--- config.mk ---
export PLATFORM = sky130hd
export DESIGN_NAME = rv_core
export DESIGN_NICKNAME = d
export VERILOG_FILES = /design/src/rtl/rv_pkg.sv /design/src/rtl/rv_core.sv /design/src/rtl/execute_unit.sv /design/src/rtl/reg_file.sv /design/src/rtl/decoder.sv /design/src/rtl/fetch_unit.sv /design/src/rtl/alu.sv
export SDC_FILE = /design/constraint.sdc
export NUM_CORES = 2
export LEC_CHECK = 0
export ABC_AREA = 1
export BUFFER_PORTS_ARGS = -buffer_cell sky130_fd_sc_hd__buf_2
export CORE_MARGIN = 4
export CORE_UTILIZATION = 35
export DETAILED_ROUTE_END_ITERATION = 6
export SYNTH_ARGS = -nofsm -noshare
export SYNTH_HDL_FRONTEND = slang
export SYNTH_SLANG_ARGS = --single-unit
--- constraint.sdc ---
create_clock -name clk -period 12.9 [get_ports clk]
set_input_delay 2.58 -clock clk [delete_from_list [all_inputs] [get_ports clk]]
set_output_delay 2.58 -clock clk [all_outputs]
set_load 0.005 [all_outputs]
--- src/rtl/rv_pkg.sv ---
package rv_pkg;

    localparam int xlen = 32;

    typedef logic [xlen-1:0] word_t;
    typedef logic [4:0]      reg_idx_t;

    localparam word_t reset_pc = 32'h8000_0000;

    // major opcodes of the kept subset
    localparam logic [6:0] op_reg    = 7'b0110011;
    localparam logic [6:0] op_imm    = 7'b0010011;
    localparam logic [6:0] op_load   = 7'b0000011;
    localparam logic [6:0] op_store  = 7'b0100011;
    localparam logic [6:0] op_branch = 7'b1100011;
    localparam logic [6:0] op_jal    = 7'b1101111;
    localparam logic [6:0] op_jalr   = 7'b1100111;
    localparam logic [6:0] op_lui    = 7'b0110111;
    localparam logic [6:0] op_auipc  = 7'b0010111;

    // branch conditions
    localparam logic [2:0] f3_beq  = 3'b000;
    localparam logic [2:0] f3_bne  = 3'b001;
    localparam logic [2:0] f3_blt  = 3'b100;
    localparam logic [2:0] f3_bge  = 3'b101;
    localparam logic [2:0] f3_bltu = 3'b110;
    localparam logic [2:0] f3_bgeu = 3'b111;

    localparam logic [2:0] f3_word = 3'b010; // lw / sw

    typedef enum logic [2:0] {
        fmt_r,
        fmt_i,
        fmt_s,
        fmt_b,
        fmt_u,
        fmt_j,
        fmt_n  // no immediate
    } inst_t;

    typedef enum logic [3:0] {
        alu_add,
        alu_sub,
        alu_sll,
        alu_slt,
        alu_sltu,
        alu_xor,
        alu_srl,
        alu_sra,
        alu_or,
        alu_and
    } alu_op_t;

    typedef enum logic [1:0] {
        wb_alu,
        wb_load,
        wb_link
    } wb_sel_t;

endpackage
--- src/rtl/rv_core.sv ---
`timescale 1ns/10ps

module rv_core
    import rv_pkg::*;
(
    input  logic  clk,
    input  logic  reset,
    output word_t imem_addr,
    input  word_t imem_rdata,
    output word_t dmem_addr,
    output word_t dmem_wdata,
    output logic  dmem_we,
    input  word_t dmem_rdata
);
    word_t      pc;
    word_t      snpc;
    logic       jump_en;
    word_t      jump_target;

    reg_idx_t   rs1;
    reg_idx_t   rs2;
    reg_idx_t   rd;
    word_t      imm;
    logic [2:0] funct3;
    alu_op_t    alu_op;
    logic       src_a_pc;
    logic       src_a_zero;
    logic       src_b_imm;
    logic       is_branch;
    logic       is_jal;
    logic       is_jalr;
    logic       mem_read;
    logic       mem_write;
    wb_sel_t    wb_sel;
    logic       reg_write;

    word_t      rdata1;
    word_t      rdata2;
    word_t      wb_data;
    logic       wb_en;

    assign imem_addr = pc;

    fetch_unit fetch_i (
        .clk         (clk),
        .reset       (reset),
        .jump_en     (jump_en),
        .jump_target (jump_target),
        .pc          (pc),
        .snpc        (snpc)
    );

    decoder decode_i (
        .inst       (imem_rdata),
        .rs1        (rs1),
        .rs2        (rs2),
        .rd         (rd),
        .imm        (imm),
        .inst_type  (),            // format only steers the immediate inside
        .funct3     (funct3),
        .alu_op     (alu_op),
        .src_a_pc   (src_a_pc),
        .src_a_zero (src_a_zero),
        .src_b_imm  (src_b_imm),
        .is_branch  (is_branch),
        .is_jal     (is_jal),
        .is_jalr    (is_jalr),
        .mem_read   (mem_read),
        .mem_write  (mem_write),
        .wb_sel     (wb_sel),
        .reg_write  (reg_write)
    );

    reg_file regs_i (
        .clk    (clk),
        .reset  (reset),
        .we     (wb_en),
        .waddr  (rd),
        .wdata  (wb_data),
        .raddr1 (rs1),
        .raddr2 (rs2),
        .rdata1 (rdata1),
        .rdata2 (rdata2)
    );

    execute_unit exec_i (
        .reset       (reset),
        .pc          (pc),
        .snpc        (snpc),
        .rdata1      (rdata1),
        .rdata2      (rdata2),
        .imm         (imm),
        .funct3      (funct3),
        .alu_op      (alu_op),
        .src_a_pc    (src_a_pc),
        .src_a_zero  (src_a_zero),
        .src_b_imm   (src_b_imm),
        .is_branch   (is_branch),
        .is_jal      (is_jal),
        .is_jalr     (is_jalr),
        .mem_read    (mem_read),
        .mem_write   (mem_write),
        .wb_sel      (wb_sel),
        .reg_write   (reg_write),
        .dmem_rdata  (dmem_rdata),
        .dmem_addr   (dmem_addr),
        .dmem_wdata  (dmem_wdata),
        .dmem_we     (dmem_we),
        .jump_en     (jump_en),
        .jump_target (jump_target),
        .wb_data     (wb_data),
        .wb_en       (wb_en)
    );

endmodule

--- src/rtl/execute_unit.sv ---
`timescale 1ns/10ps

module execute_unit
    import rv_pkg::*;
(
    input  logic       reset,
    input  word_t      pc,
    input  word_t      snpc,
    input  word_t      rdata1,
    input  word_t      rdata2,
    input  word_t      imm,
    input  logic [2:0] funct3,
    input  alu_op_t    alu_op,
    input  logic       src_a_pc,
    input  logic       src_a_zero,
    input  logic       src_b_imm,
    input  logic       is_branch,
    input  logic       is_jal,
    input  logic       is_jalr,
    input  logic       mem_read,
    input  logic       mem_write,
    input  wb_sel_t    wb_sel,
    input  logic       reg_write,
    input  word_t      dmem_rdata,
    output word_t      dmem_addr,
    output word_t      dmem_wdata,
    output logic       dmem_we,
    output logic       jump_en,
    output word_t      jump_target,
    output word_t      wb_data,
    output logic       wb_en
);
    word_t alu_a;
    word_t alu_b;
    word_t alu_result;
    logic  taken;       // branch condition holds

    assign alu_a = src_a_zero ? '0 : (src_a_pc ? pc : rdata1);
    assign alu_b = src_b_imm ? imm : rdata2;

    alu alu_i (
        .a      (alu_a),
        .b      (alu_b),
        .op     (alu_op),
        .result (alu_result)
    );

    // compare on the register values, the alu is busy with the target
    always_comb begin
        case (funct3)
            f3_beq:  taken = (rdata1 == rdata2);
            f3_bne:  taken = (rdata1 != rdata2);
            f3_blt:  taken = ($signed(rdata1) < $signed(rdata2));
            f3_bge:  taken = ($signed(rdata1) >= $signed(rdata2));
            f3_bltu: taken = (rdata1 < rdata2);
            f3_bgeu: taken = (rdata1 >= rdata2);
            default: taken = 1'b0;  // 010 / 011 fall through
        endcase
    end

    assign jump_en     = is_jal | is_jalr | (is_branch & taken);
    assign jump_target = is_jalr ? {alu_result[xlen-1:1], 1'b0} : alu_result;

    // word aligned, quiet when there is no access
    assign dmem_addr  = (mem_read | mem_write) ? {alu_result[xlen-1:2], 2'b00} : '0;
    assign dmem_wdata = rdata2;
    assign dmem_we    = mem_write & ~reset;

    always_comb begin
        case (wb_sel)
            wb_load: wb_data = dmem_rdata;
            wb_link: wb_data = snpc;        // return address
            default: wb_data = alu_result;
        endcase
    end

    assign wb_en = reg_write;

endmodule

--- src/rtl/reg_file.sv ---
`timescale 1ns/10ps

module reg_file
    import rv_pkg::*;
(
    input  logic     clk,
    input  logic     reset,
    input  logic     we,
    input  reg_idx_t waddr,
    input  word_t    wdata,
    input  reg_idx_t raddr1,
    input  reg_idx_t raddr2,
    output word_t    rdata1,
    output word_t    rdata2
);
    word_t regs [1:31]; // x0 has no storage

    always_ff @(posedge clk) begin
        if (reset) begin
            for (int i = 1; i < 32; i++) begin
                regs[i] <= '0;
            end
        end else if (we && waddr != '0) begin
            regs[waddr] <= wdata;
        end
    end

    // combinational reads
    assign rdata1 = (raddr1 == '0) ? '0 : regs[raddr1];
    assign rdata2 = (raddr2 == '0) ? '0 : regs[raddr2];

endmodule

--- src/rtl/decoder.sv ---
`timescale 1ns/10ps

module decoder
    import rv_pkg::*;
(
    input  word_t      inst,
    output reg_idx_t   rs1,
    output reg_idx_t   rs2,
    output reg_idx_t   rd,
    output word_t      imm,
    output inst_t      inst_type,
    output logic [2:0] funct3,
    output alu_op_t    alu_op,
    output logic       src_a_pc,
    output logic       src_a_zero,
    output logic       src_b_imm,
    output logic       is_branch,
    output logic       is_jal,
    output logic       is_jalr,
    output logic       mem_read,
    output logic       mem_write,
    output wb_sel_t    wb_sel,
    output logic       reg_write
);
    logic [6:0] opcode;
    logic       alt;    // inst[30], picks sub / sra

    // R and I arithmetic share one funct3 map
    function automatic alu_op_t arith_op(input logic [2:0] f3, input logic use_sub,
                                         input logic use_sra);
        case (f3)
            3'b000:  return use_sub ? alu_sub : alu_add;
            3'b001:  return alu_sll;
            3'b010:  return alu_slt;
            3'b011:  return alu_sltu;
            3'b100:  return alu_xor;
            3'b101:  return use_sra ? alu_sra : alu_srl;
            3'b110:  return alu_or;
            default: return alu_and;
        endcase
    endfunction

    assign opcode = inst[6:0];
    assign rd     = inst[11:7];
    assign funct3 = inst[14:12];
    assign rs1    = inst[19:15];
    assign rs2    = inst[24:20];
    assign alt    = inst[30];

    always_comb begin
        case (opcode)
            op_reg:                    inst_type = fmt_r;
            op_imm, op_load, op_jalr:  inst_type = fmt_i;
            op_store:                  inst_type = fmt_s;
            op_branch:                 inst_type = fmt_b;
            op_lui, op_auipc:          inst_type = fmt_u;
            op_jal:                    inst_type = fmt_j;
            default:                   inst_type = fmt_n;
        endcase
    end

    always_comb begin
        case (inst_type)
            fmt_i:   imm = {{20{inst[31]}}, inst[31:20]};
            fmt_s:   imm = {{20{inst[31]}}, inst[31:25], inst[11:7]};
            fmt_b:   imm = {{20{inst[31]}}, inst[7], inst[30:25], inst[11:8], 1'b0};
            fmt_u:   imm = {inst[31:12], 12'b0};
            fmt_j:   imm = {{12{inst[31]}}, inst[19:12], inst[20], inst[30:21], 1'b0};
            default: imm = '0;
        endcase
    end

    always_comb begin
        alu_op     = alu_add; // address and target sums by default
        src_a_pc   = 1'b0;
        src_a_zero = 1'b0;
        src_b_imm  = 1'b0;
        is_branch  = 1'b0;
        is_jal     = 1'b0;
        is_jalr    = 1'b0;
        mem_read   = 1'b0;
        mem_write  = 1'b0;
        wb_sel     = wb_alu;
        reg_write  = 1'b0;
        case (opcode)
            op_reg: begin
                alu_op    = arith_op(funct3, alt, alt);
                reg_write = 1'b1;
            end
            op_imm: begin
                alu_op    = arith_op(funct3, 1'b0, alt); // no subi
                src_b_imm = 1'b1;
                reg_write = 1'b1;
            end
            op_lui: begin
                src_a_zero = 1'b1;
                src_b_imm  = 1'b1;
                reg_write  = 1'b1;
            end
            op_auipc: begin
                src_a_pc  = 1'b1;
                src_b_imm = 1'b1;
                reg_write = 1'b1;
            end
            op_jal: begin
                src_a_pc  = 1'b1;
                src_b_imm = 1'b1;
                is_jal    = 1'b1;
                wb_sel    = wb_link;
                reg_write = 1'b1;
            end
            op_jalr: begin
                src_b_imm = 1'b1;
                is_jalr   = 1'b1;
                wb_sel    = wb_link;
                reg_write = 1'b1;
            end
            op_branch: begin
                src_a_pc  = 1'b1;     // alu forms pc + offset
                src_b_imm = 1'b1;
                is_branch = 1'b1;
            end
            op_load: begin
                src_b_imm = 1'b1;
                if (funct3 == f3_word) begin
                    mem_read  = 1'b1;
                    wb_sel    = wb_load;
                    reg_write = 1'b1;
                end
            end
            op_store: begin
                src_b_imm = 1'b1;
                mem_write = (funct3 == f3_word); // sb / sh become no-ops
            end
            default: ;
        endcase
    end

endmodule

--- src/rtl/fetch_unit.sv ---
`timescale 1ns/10ps

module fetch_unit
    import rv_pkg::*;
(
    input  logic  clk,
    input  logic  reset,
    input  logic  jump_en,
    input  word_t jump_target,
    output word_t pc,
    output word_t snpc
);
    word_t dnpc; // pc of the next instruction

    // sequential successor, also the link value
    assign snpc = pc + 32'd4;

    assign dnpc = jump_en ? jump_target : snpc;

    always_ff @(posedge clk) begin
        if (reset) begin
            pc <= reset_pc;
        end else begin
            pc <= dnpc;
        end
    end

endmodule

--- src/rtl/alu.sv ---
`timescale 1ns/10ps

module alu
    import rv_pkg::*;
(
    input  word_t   a,
    input  word_t   b,
    input  alu_op_t op,
    output word_t   result
);
    logic [4:0] shamt;
    logic       lt_signed;
    logic       lt_unsigned;

    assign shamt       = b[4:0];
    assign lt_signed   = $signed(a) < $signed(b);
    assign lt_unsigned = a < b;

    always_comb begin
        case (op)
            alu_add:  result = a + b;
            alu_sub:  result = a - b;
            alu_sll:  result = a << shamt;
            alu_slt:  result = {{(xlen-1){1'b0}}, lt_signed};
            alu_sltu: result = {{(xlen-1){1'b0}}, lt_unsigned};
            alu_xor:  result = a ^ b;
            alu_srl:  result = a >> shamt;
            alu_sra:  result = word_t'($signed(a) >>> shamt); // keeps sign bit
            alu_or:   result = a | b;
            alu_and:  result = a & b;
            default:  result = a + b;
        endcase
    end

endmodule

=== After elaboration in Yosys (flattened, before gate mapping) ===
Memories as Yosys holds them, arrays and structs flattened.
Index checks and enable logic that the tools add are counted.

* Add/sub/neg operators: 3
* Shifts and indexed selects: 3
* Bitwise operators: 9
* Reduce and logical (&&, ||, !) cells: 12
* Muxes and demuxes: 38
* $lt $le $gt $ge: 6
* Equality and inequality tests: 34

{| class="wikitable"
|+ Operators by type and width
! operator !! number
|-
| $pmux 32 s9 || 1
|-
| $mux 32 || 8
|-
| $pmux 32 s5 || 1
|-
| $lt 32x32->1 || 4
|-
| $ge 32x32->1 || 2
|-
| $pmux 32 s2 || 1
|-
| $pmux 4 s7 || 2
|-
| $add 32x3->32 const B || 1
|-
| $add 32x32->32 || 1
|-
| $and 32x32->32 || 1
|-
| $eq 32x32->1 || 1
|-
| $ne 32x32->1 || 1
|-
| $or 32x32->32 || 1
|-
| $reduce_or 32->1 || 1
|-
| $shl 32x5->32 || 1
|-
| $shr 32x5->32 || 1
|-
| $sshr 32x5->32 || 1
|-
| $sub 32x32->32 || 1
|-
| $xor 32x32->32 || 1
|-
| $eq 7x6->1 const B || 3
|-
| $eq 7x7->1 const B || 3
|-
| $mux 1 || 19
|-
| $eq 3x3->1 const B || 6
|-
| $pmux 3 s6 || 1
|-
| 26 further kinds || 42
|}

* Memories kept: 1
* Memory bits (writable): 992
* Bits in registers: 32
* Logic and storage cells: 107

{| class="wikitable"
|+ Memory list
! name !! depth !! bits a word !! rd ports !! clocked after Yosys merged registers in !! wr ports !! RTL line !! source
|-
| regs_i.regs || 31 || 32 || 2 || 0 || 31 || reg_file.sv:16 || <nowiki>word_t regs [1:31];</nowiki>
|}

=== Logic depth before layout (Yosys ltp) ===
* Depth after elaboration: 10
* Gate-level depth with buffers: 39

=== Hierarchy ===
From an unflattened synthesis, not the netlist that was laid out.

* Cell total of the unflattened synthesis: 10444
* Area total of the unflattened synthesis: 72771.0 um2

{| class="wikitable"
|+ By module, submodules not included
! module !! times used !! cells an instance !! seq. area each (um2) !! area an instance (um2)
|-
| reg_file || 1 || 7249 || 30749.5 || 56511.7
|-
| alu || 1 || 2021 || 0.0 || 9967.1
|-
| execute_unit || 1 || 565 || 0.0 || 2880.3
|-
| fetch_unit || 1 || 386 || 640.6 || 2180.8
|-
| decoder || 1 || 223 || 0.0 || 1231.2
|}

=== Worst setup path after synthesis ===
Ideal clock, no wire load.

* Kind: input to output
* From: input imem_rdata[1]
* To: output dmem_addr[23]
* Slack: 3.335 ns
* Arrival: 6.985 ns
* Cell stages on the path: 33
* Cell sequence: nand2_1 nor2_1 nand2_1 nor2_2 buf_4 nor2_1 ha_1 nand2_1 nor2_1 nand2_1 nand2_1 a21oi_2 nand2_1 a21oi_1 o21bai_2 buf_4 inv_2 buf_2 buf_2 ha_1 inv_1 nand2_1 nand2_1 a21oi_1 o21ai_0 a21boi_0 o21ai_0 a21oi_1 o21ai_0 nand2_1 nand3_1 nand3_1 a31oi_1

* Cells in the longest elaborated chain, start to end: 9
* Elaborated cells on any way between the ends: 49
* Those cells by class: add/sub (2); eq/ne (23); shift (3); mux (13); bitwise (4); reduce/logical (4)

{| class="wikitable"
|+ RTL lines
! item !! RTL line !! source
|-
| from (decl) || rv_core.sv:9 || <nowiki>input word_t imem_rdata,</nowiki>
|-
| $eq 7x7->1 (tied with other cells) || decoder.sv:51, decoder.sv:85 ||
|-
| $reduce_or 3->1 / $reduce_or 2->1 (equally long branches) || decoder.sv:51 || <nowiki>case (opcode)</nowiki>
|-
| $pmux 3 s6 || decoder.sv:51 ||
|-
| $eq 3x3->1 (tied with other cells) || decoder.sv:63 || <nowiki>case (inst_type)</nowiki>
|-
| $pmux 32 s5 || decoder.sv:63 ||
|-
| $mux 32 || execute_unit.sv:39 || <nowiki>assign alu_b = src_b_imm ? imm : rdata2;</nowiki>
|-
| $add 32x32->32 (tied with other cells) || alu.sv:21, alu.sv:31 ||
|-
| $pmux 32 s9 || alu.sv:20 || <nowiki>case (op)</nowiki>
|-
| $mux 32 * || execute_unit.sv:65 || <nowiki>assign dmem_addr = (mem_read | mem_write) ? {alu_result[xlen-1:2], 2'b00} : '0;</nowiki>
|-
| to (decl) || rv_core.sv:10 || <nowiki>output word_t dmem_addr,</nowiki>
|}

Mark *: on every way between the ends. The rest lies on a longest branch, timed or not.

=== Worst setup path after layout ===
* From: input imem_rdata[20]
* To: output dmem_addr[21]

* Cells in the longest elaborated chain, start to end: 6
* Elaborated cells on any way between the ends: 15
* Those cells by class: add/sub (2); shift (3); mux (5); bitwise (3); reduce/logical (1); memory (1)

{| class="wikitable"
|+ RTL lines
! item !! RTL line !! source
|-
| $mem_v2 31x32 / $logic_not 5->1 (equally long branches) || - ||
|-
| $mux 32 || reg_file.sv:30 || <nowiki>assign rdata2 = (raddr2 == '0) ? '0 : regs[raddr2];</nowiki>
|-
| $mux 32 * || execute_unit.sv:39 ||
|-
| $add 32x32->32 (tied with other cells) || alu.sv:21, alu.sv:31 ||
|-
| $pmux 32 s9 * || alu.sv:20 ||
|-
| $mux 32 * || execute_unit.sv:65 ||
|}

Marks and branches as above.

==> impl_results.md <==
- Status: complete, but fails checks
- Failing checks: DRC
- Fin cells: approximately 12000
- Die height: 454.3 um
- CTS H-tree lvls: 3
- Cell accounting for the most synthesized area: edfxtp_1
- Synthesized area: 0.06970 mm^2
- WL/cell: about 30 um
- Ports: 163
- CORE AREA: 0.1976 mm^2
- Top cells by area, synth: edfxtp_1 (44%), nand2_1 (12%), nand3_1 (11%), nor2_1 (6.3%), a21oi_1 (4.8%)
- Final hold vios: 0
- Async S/R FF share, synth: 0%
- Antenna-violating nets left: 0
- Slew HR: approximately 3.9%
- YS warnings: 0
- Die area: ~0.21 mm^2
- Initial antenna violation count: 8
- Syn Area/Cell: approximately 7.6 um^2
- Max-cap viol count: 0
- Worst-path maximum fanout: around 160
- Total CTS buffers: roughly 110
- Pre-CTS setup slack: 1018 ps
- Cell count after placement: ~11000
- CTS Hold Bufs: 0
- Worst-Margin Slew: between 1000 and 1500 ps
- Routed wire length: 349800 um
- Worst hold margin: 670.0 ps
- Critical path's most frequent cell: nand3_1
- Netlist cell types: 64
- Global Route Usage Sum: around 33%
- Setup Buffers After CTS: 0
- Share of cells above drive strength 1: under 10%
- Pins Over Slew Limit: 0
- Critical path capture point type: output pin
- Layout area overhead: 9.525%
- Syn Inst Count: around 9200
- Cell area after placement: slightly above 0.07 mm^2
- DP HPWL: 222900 um
- DRT Pass-1 Iters: 7
- CTS tree: yes
- Critical path arrival: between 9000 and 10000 ps
- Leak Pwr: between 30 and 40 nW
- Hold WC Path Type: flip-flop to flip-flop
- Post-route minimum period: 12200 ps
- Initial core utilization: a little over a third
- Largest net degree at the start of global routing: roughly 180
- Layout net count: 9165
- R2R Setup Slk: 5980 ps
- Tcrit/Tclk final: roughly 95%
- Port Buffer Count: 160
- Clock transition at path regs: 50 ps
- Layout fillers: between 20000 and 25000
- Gr ovfl total: 0
- # setup viols final: 0
- CP startpoint kind: input pin
- Placer Congestion: around 1.0
- Root Buffer: clkbuf_16
- Vias: between 70000 and 80000
- Cell count of the worst hold path: 2
- Synth top cells by count: nand2_1 (2254), nand3_1 (1531), nor2_1 (1175)
- First-pass GRT wire length: 493100 um
- Residual DRC: 28
- Count leader, synth: nand2_1
- Top cell type's share of synthesized area: 44.12%
- Final instance area: 0.07634 mm^2
- RSZ-0062 raised after global routing: false
- Vias/cell: 6.256
- CP max stage delay: about 720 ps
- CTS sink cnt: around 1100
- Register area share after synthesis: a little under half
- Max IR drop VDD: about 0.00012 V
- CP cell instances: buf_8, inv_8, buf_4, nand2_1, a32o_1, a21oi_1, o21ai_0, nand3_1, nand3_1, o21a_1, ha_1, nand2_1, nor4_1, nand3_1, nand3_1, xor2_1, nor2_1, a2111oi_0, buf_4, nand3_1, nor2_1, a21oi_1, buf_2
- Slowest CP cell: inv_8
- Chip width: between 400 and 500 um
- R2R cell count: 23
- Number of global-route vias before repair: about 70000
- TNS Setup: 0 ps
- Clk buf depth: 3
- Number of enable flip-flop cells after synthesis: between 1000 and 1500
- Final Skew: 63.88 ps
- PostCTS Resize Cnt: 0
- Data required, critical path: about 10000 ps
- Initial DRC Count: 11878
- Synth Register Bits: around 1100
- Fmax: 81.99 MHz
- Power per cell area: roughly 140 mW/mm^2
- Clock latency on the worst-skew pair: 820 ps
- Num rows: around 160
- Synth Flop Type: edfxtp_1
- Fin worst setup slack: between 700 and 800 ps
- CP Class: input pin to output pin
## per-stage QoR
stage / utilization, % / power, mW
floorplan: - / 5.864
finish: 38.63 / 10.36
global placement: 36.79 / 6.999
detailed placement: 36.79 / 7.008
global route: 38.62 / 10.66
CTS: 38.62 / 10.25
## cell type report
type | instances | area (um^2) | share of cell area (%)
multi-input combinational | 7009 | 33590 | 44.00
clock buffer | 142 | 2958 | 3.875
tap | 2640 | 3303 | 4.327
sequential | 1056 | 31390 | 41.12
antenna | 5 | 12.51 | 0.01639
timing repair buffer | 401 | 2943 | 3.855
clock inverter | 70 | 656.9 | 0.8605
inverter | 382 | 1489 | 1.950
## power by group
| part | switching, mW | internal, mW |
|---|---|---|
| Clock | 1.51 | 1.78 |
| Combinational | 2.40 | 0.678 |
| Sequential | 0.0774 | 3.91 |
## critical path, delay by kind of cell
family / cells / cell delay [ps]
and+or+nand+nor: 10 / 2630
buffers and inverters: 5 / 1820
adders and majority gates: 1 / 550
xor gates and xnor gates: 1 / 180
AOI/OAI and AO/OA: 6 / 1660
## flip-flops by register name, indices dropped and copies added (netlist names)
name         count
regs_i.regs   1024
fetch_i.pc      32
## path summary, 6_finish.rpt
kind                                                     endpoint                             start
worst max-delay path                                dmem_addr[21]                    imem_rdata[20]
worst min register to register         fetch_i.pc[1]$_SDFFE_PP0P_        fetch_i.pc[1]$_SDFFE_PP0P_
worst min-delay path                   fetch_i.pc[1]$_SDFFE_PP0P_        fetch_i.pc[1]$_SDFFE_PP0P_
worst max register to register  regs_i.regs[20][21]$_SDFFCE_PN0P_  regs_i.regs[24][2]$_SDFFCE_PN0P_
## metal layers
metal | vias to the layer above | global-route usage [%] | wire (um)
li1 | 31219 | - | -
met1 | 34881 | 41.12 | 126400
met2 | 5884 | 50.12 | 151800
met3 | 1234 | 7.696 | 44490
met4 | 6 | 21.23 | 26990
met5 | - | 0.2799 | 110
## cell usage in the layout (no fill, tap or decap), types with 26 or more instances in the layout
cell type,n
nand2_1,2193
nand3_1,1526
nor2_1,1174
edfxtp_1,1024
a21oi_1,673
o21ai_0,616
inv_1,345
buf_4,221
o221ai_1,194
buf_2,152
ha_1,132
clkbuf_16,114
nand2_2,61
o22ai_1,49
nor3_1,47
nand4_1,44
xor2_1,37
clkinv_1,36
conb_1,34
dfxtp_1,32
clkbuf_1,28
o211ai_1,26
## logic make-up (layout without fill, tap and decap cells)
logic type	after synthesis	in the layout	synth area share (%)
AOI/OAI and AO/OA	1680	1680	13.76
xor gates and xnor gates	39	39	0.4901
adders and majority gates	135	135	2.445
buffers and inverters	1186	995	7.326
DFF	1056	1056	45.04
muxes	1	1	0.01436
other	1	39	0.005380
and+or+nand+nor	5120	5120	30.92
Note: power is estimated with default switching activity, not from simulation.
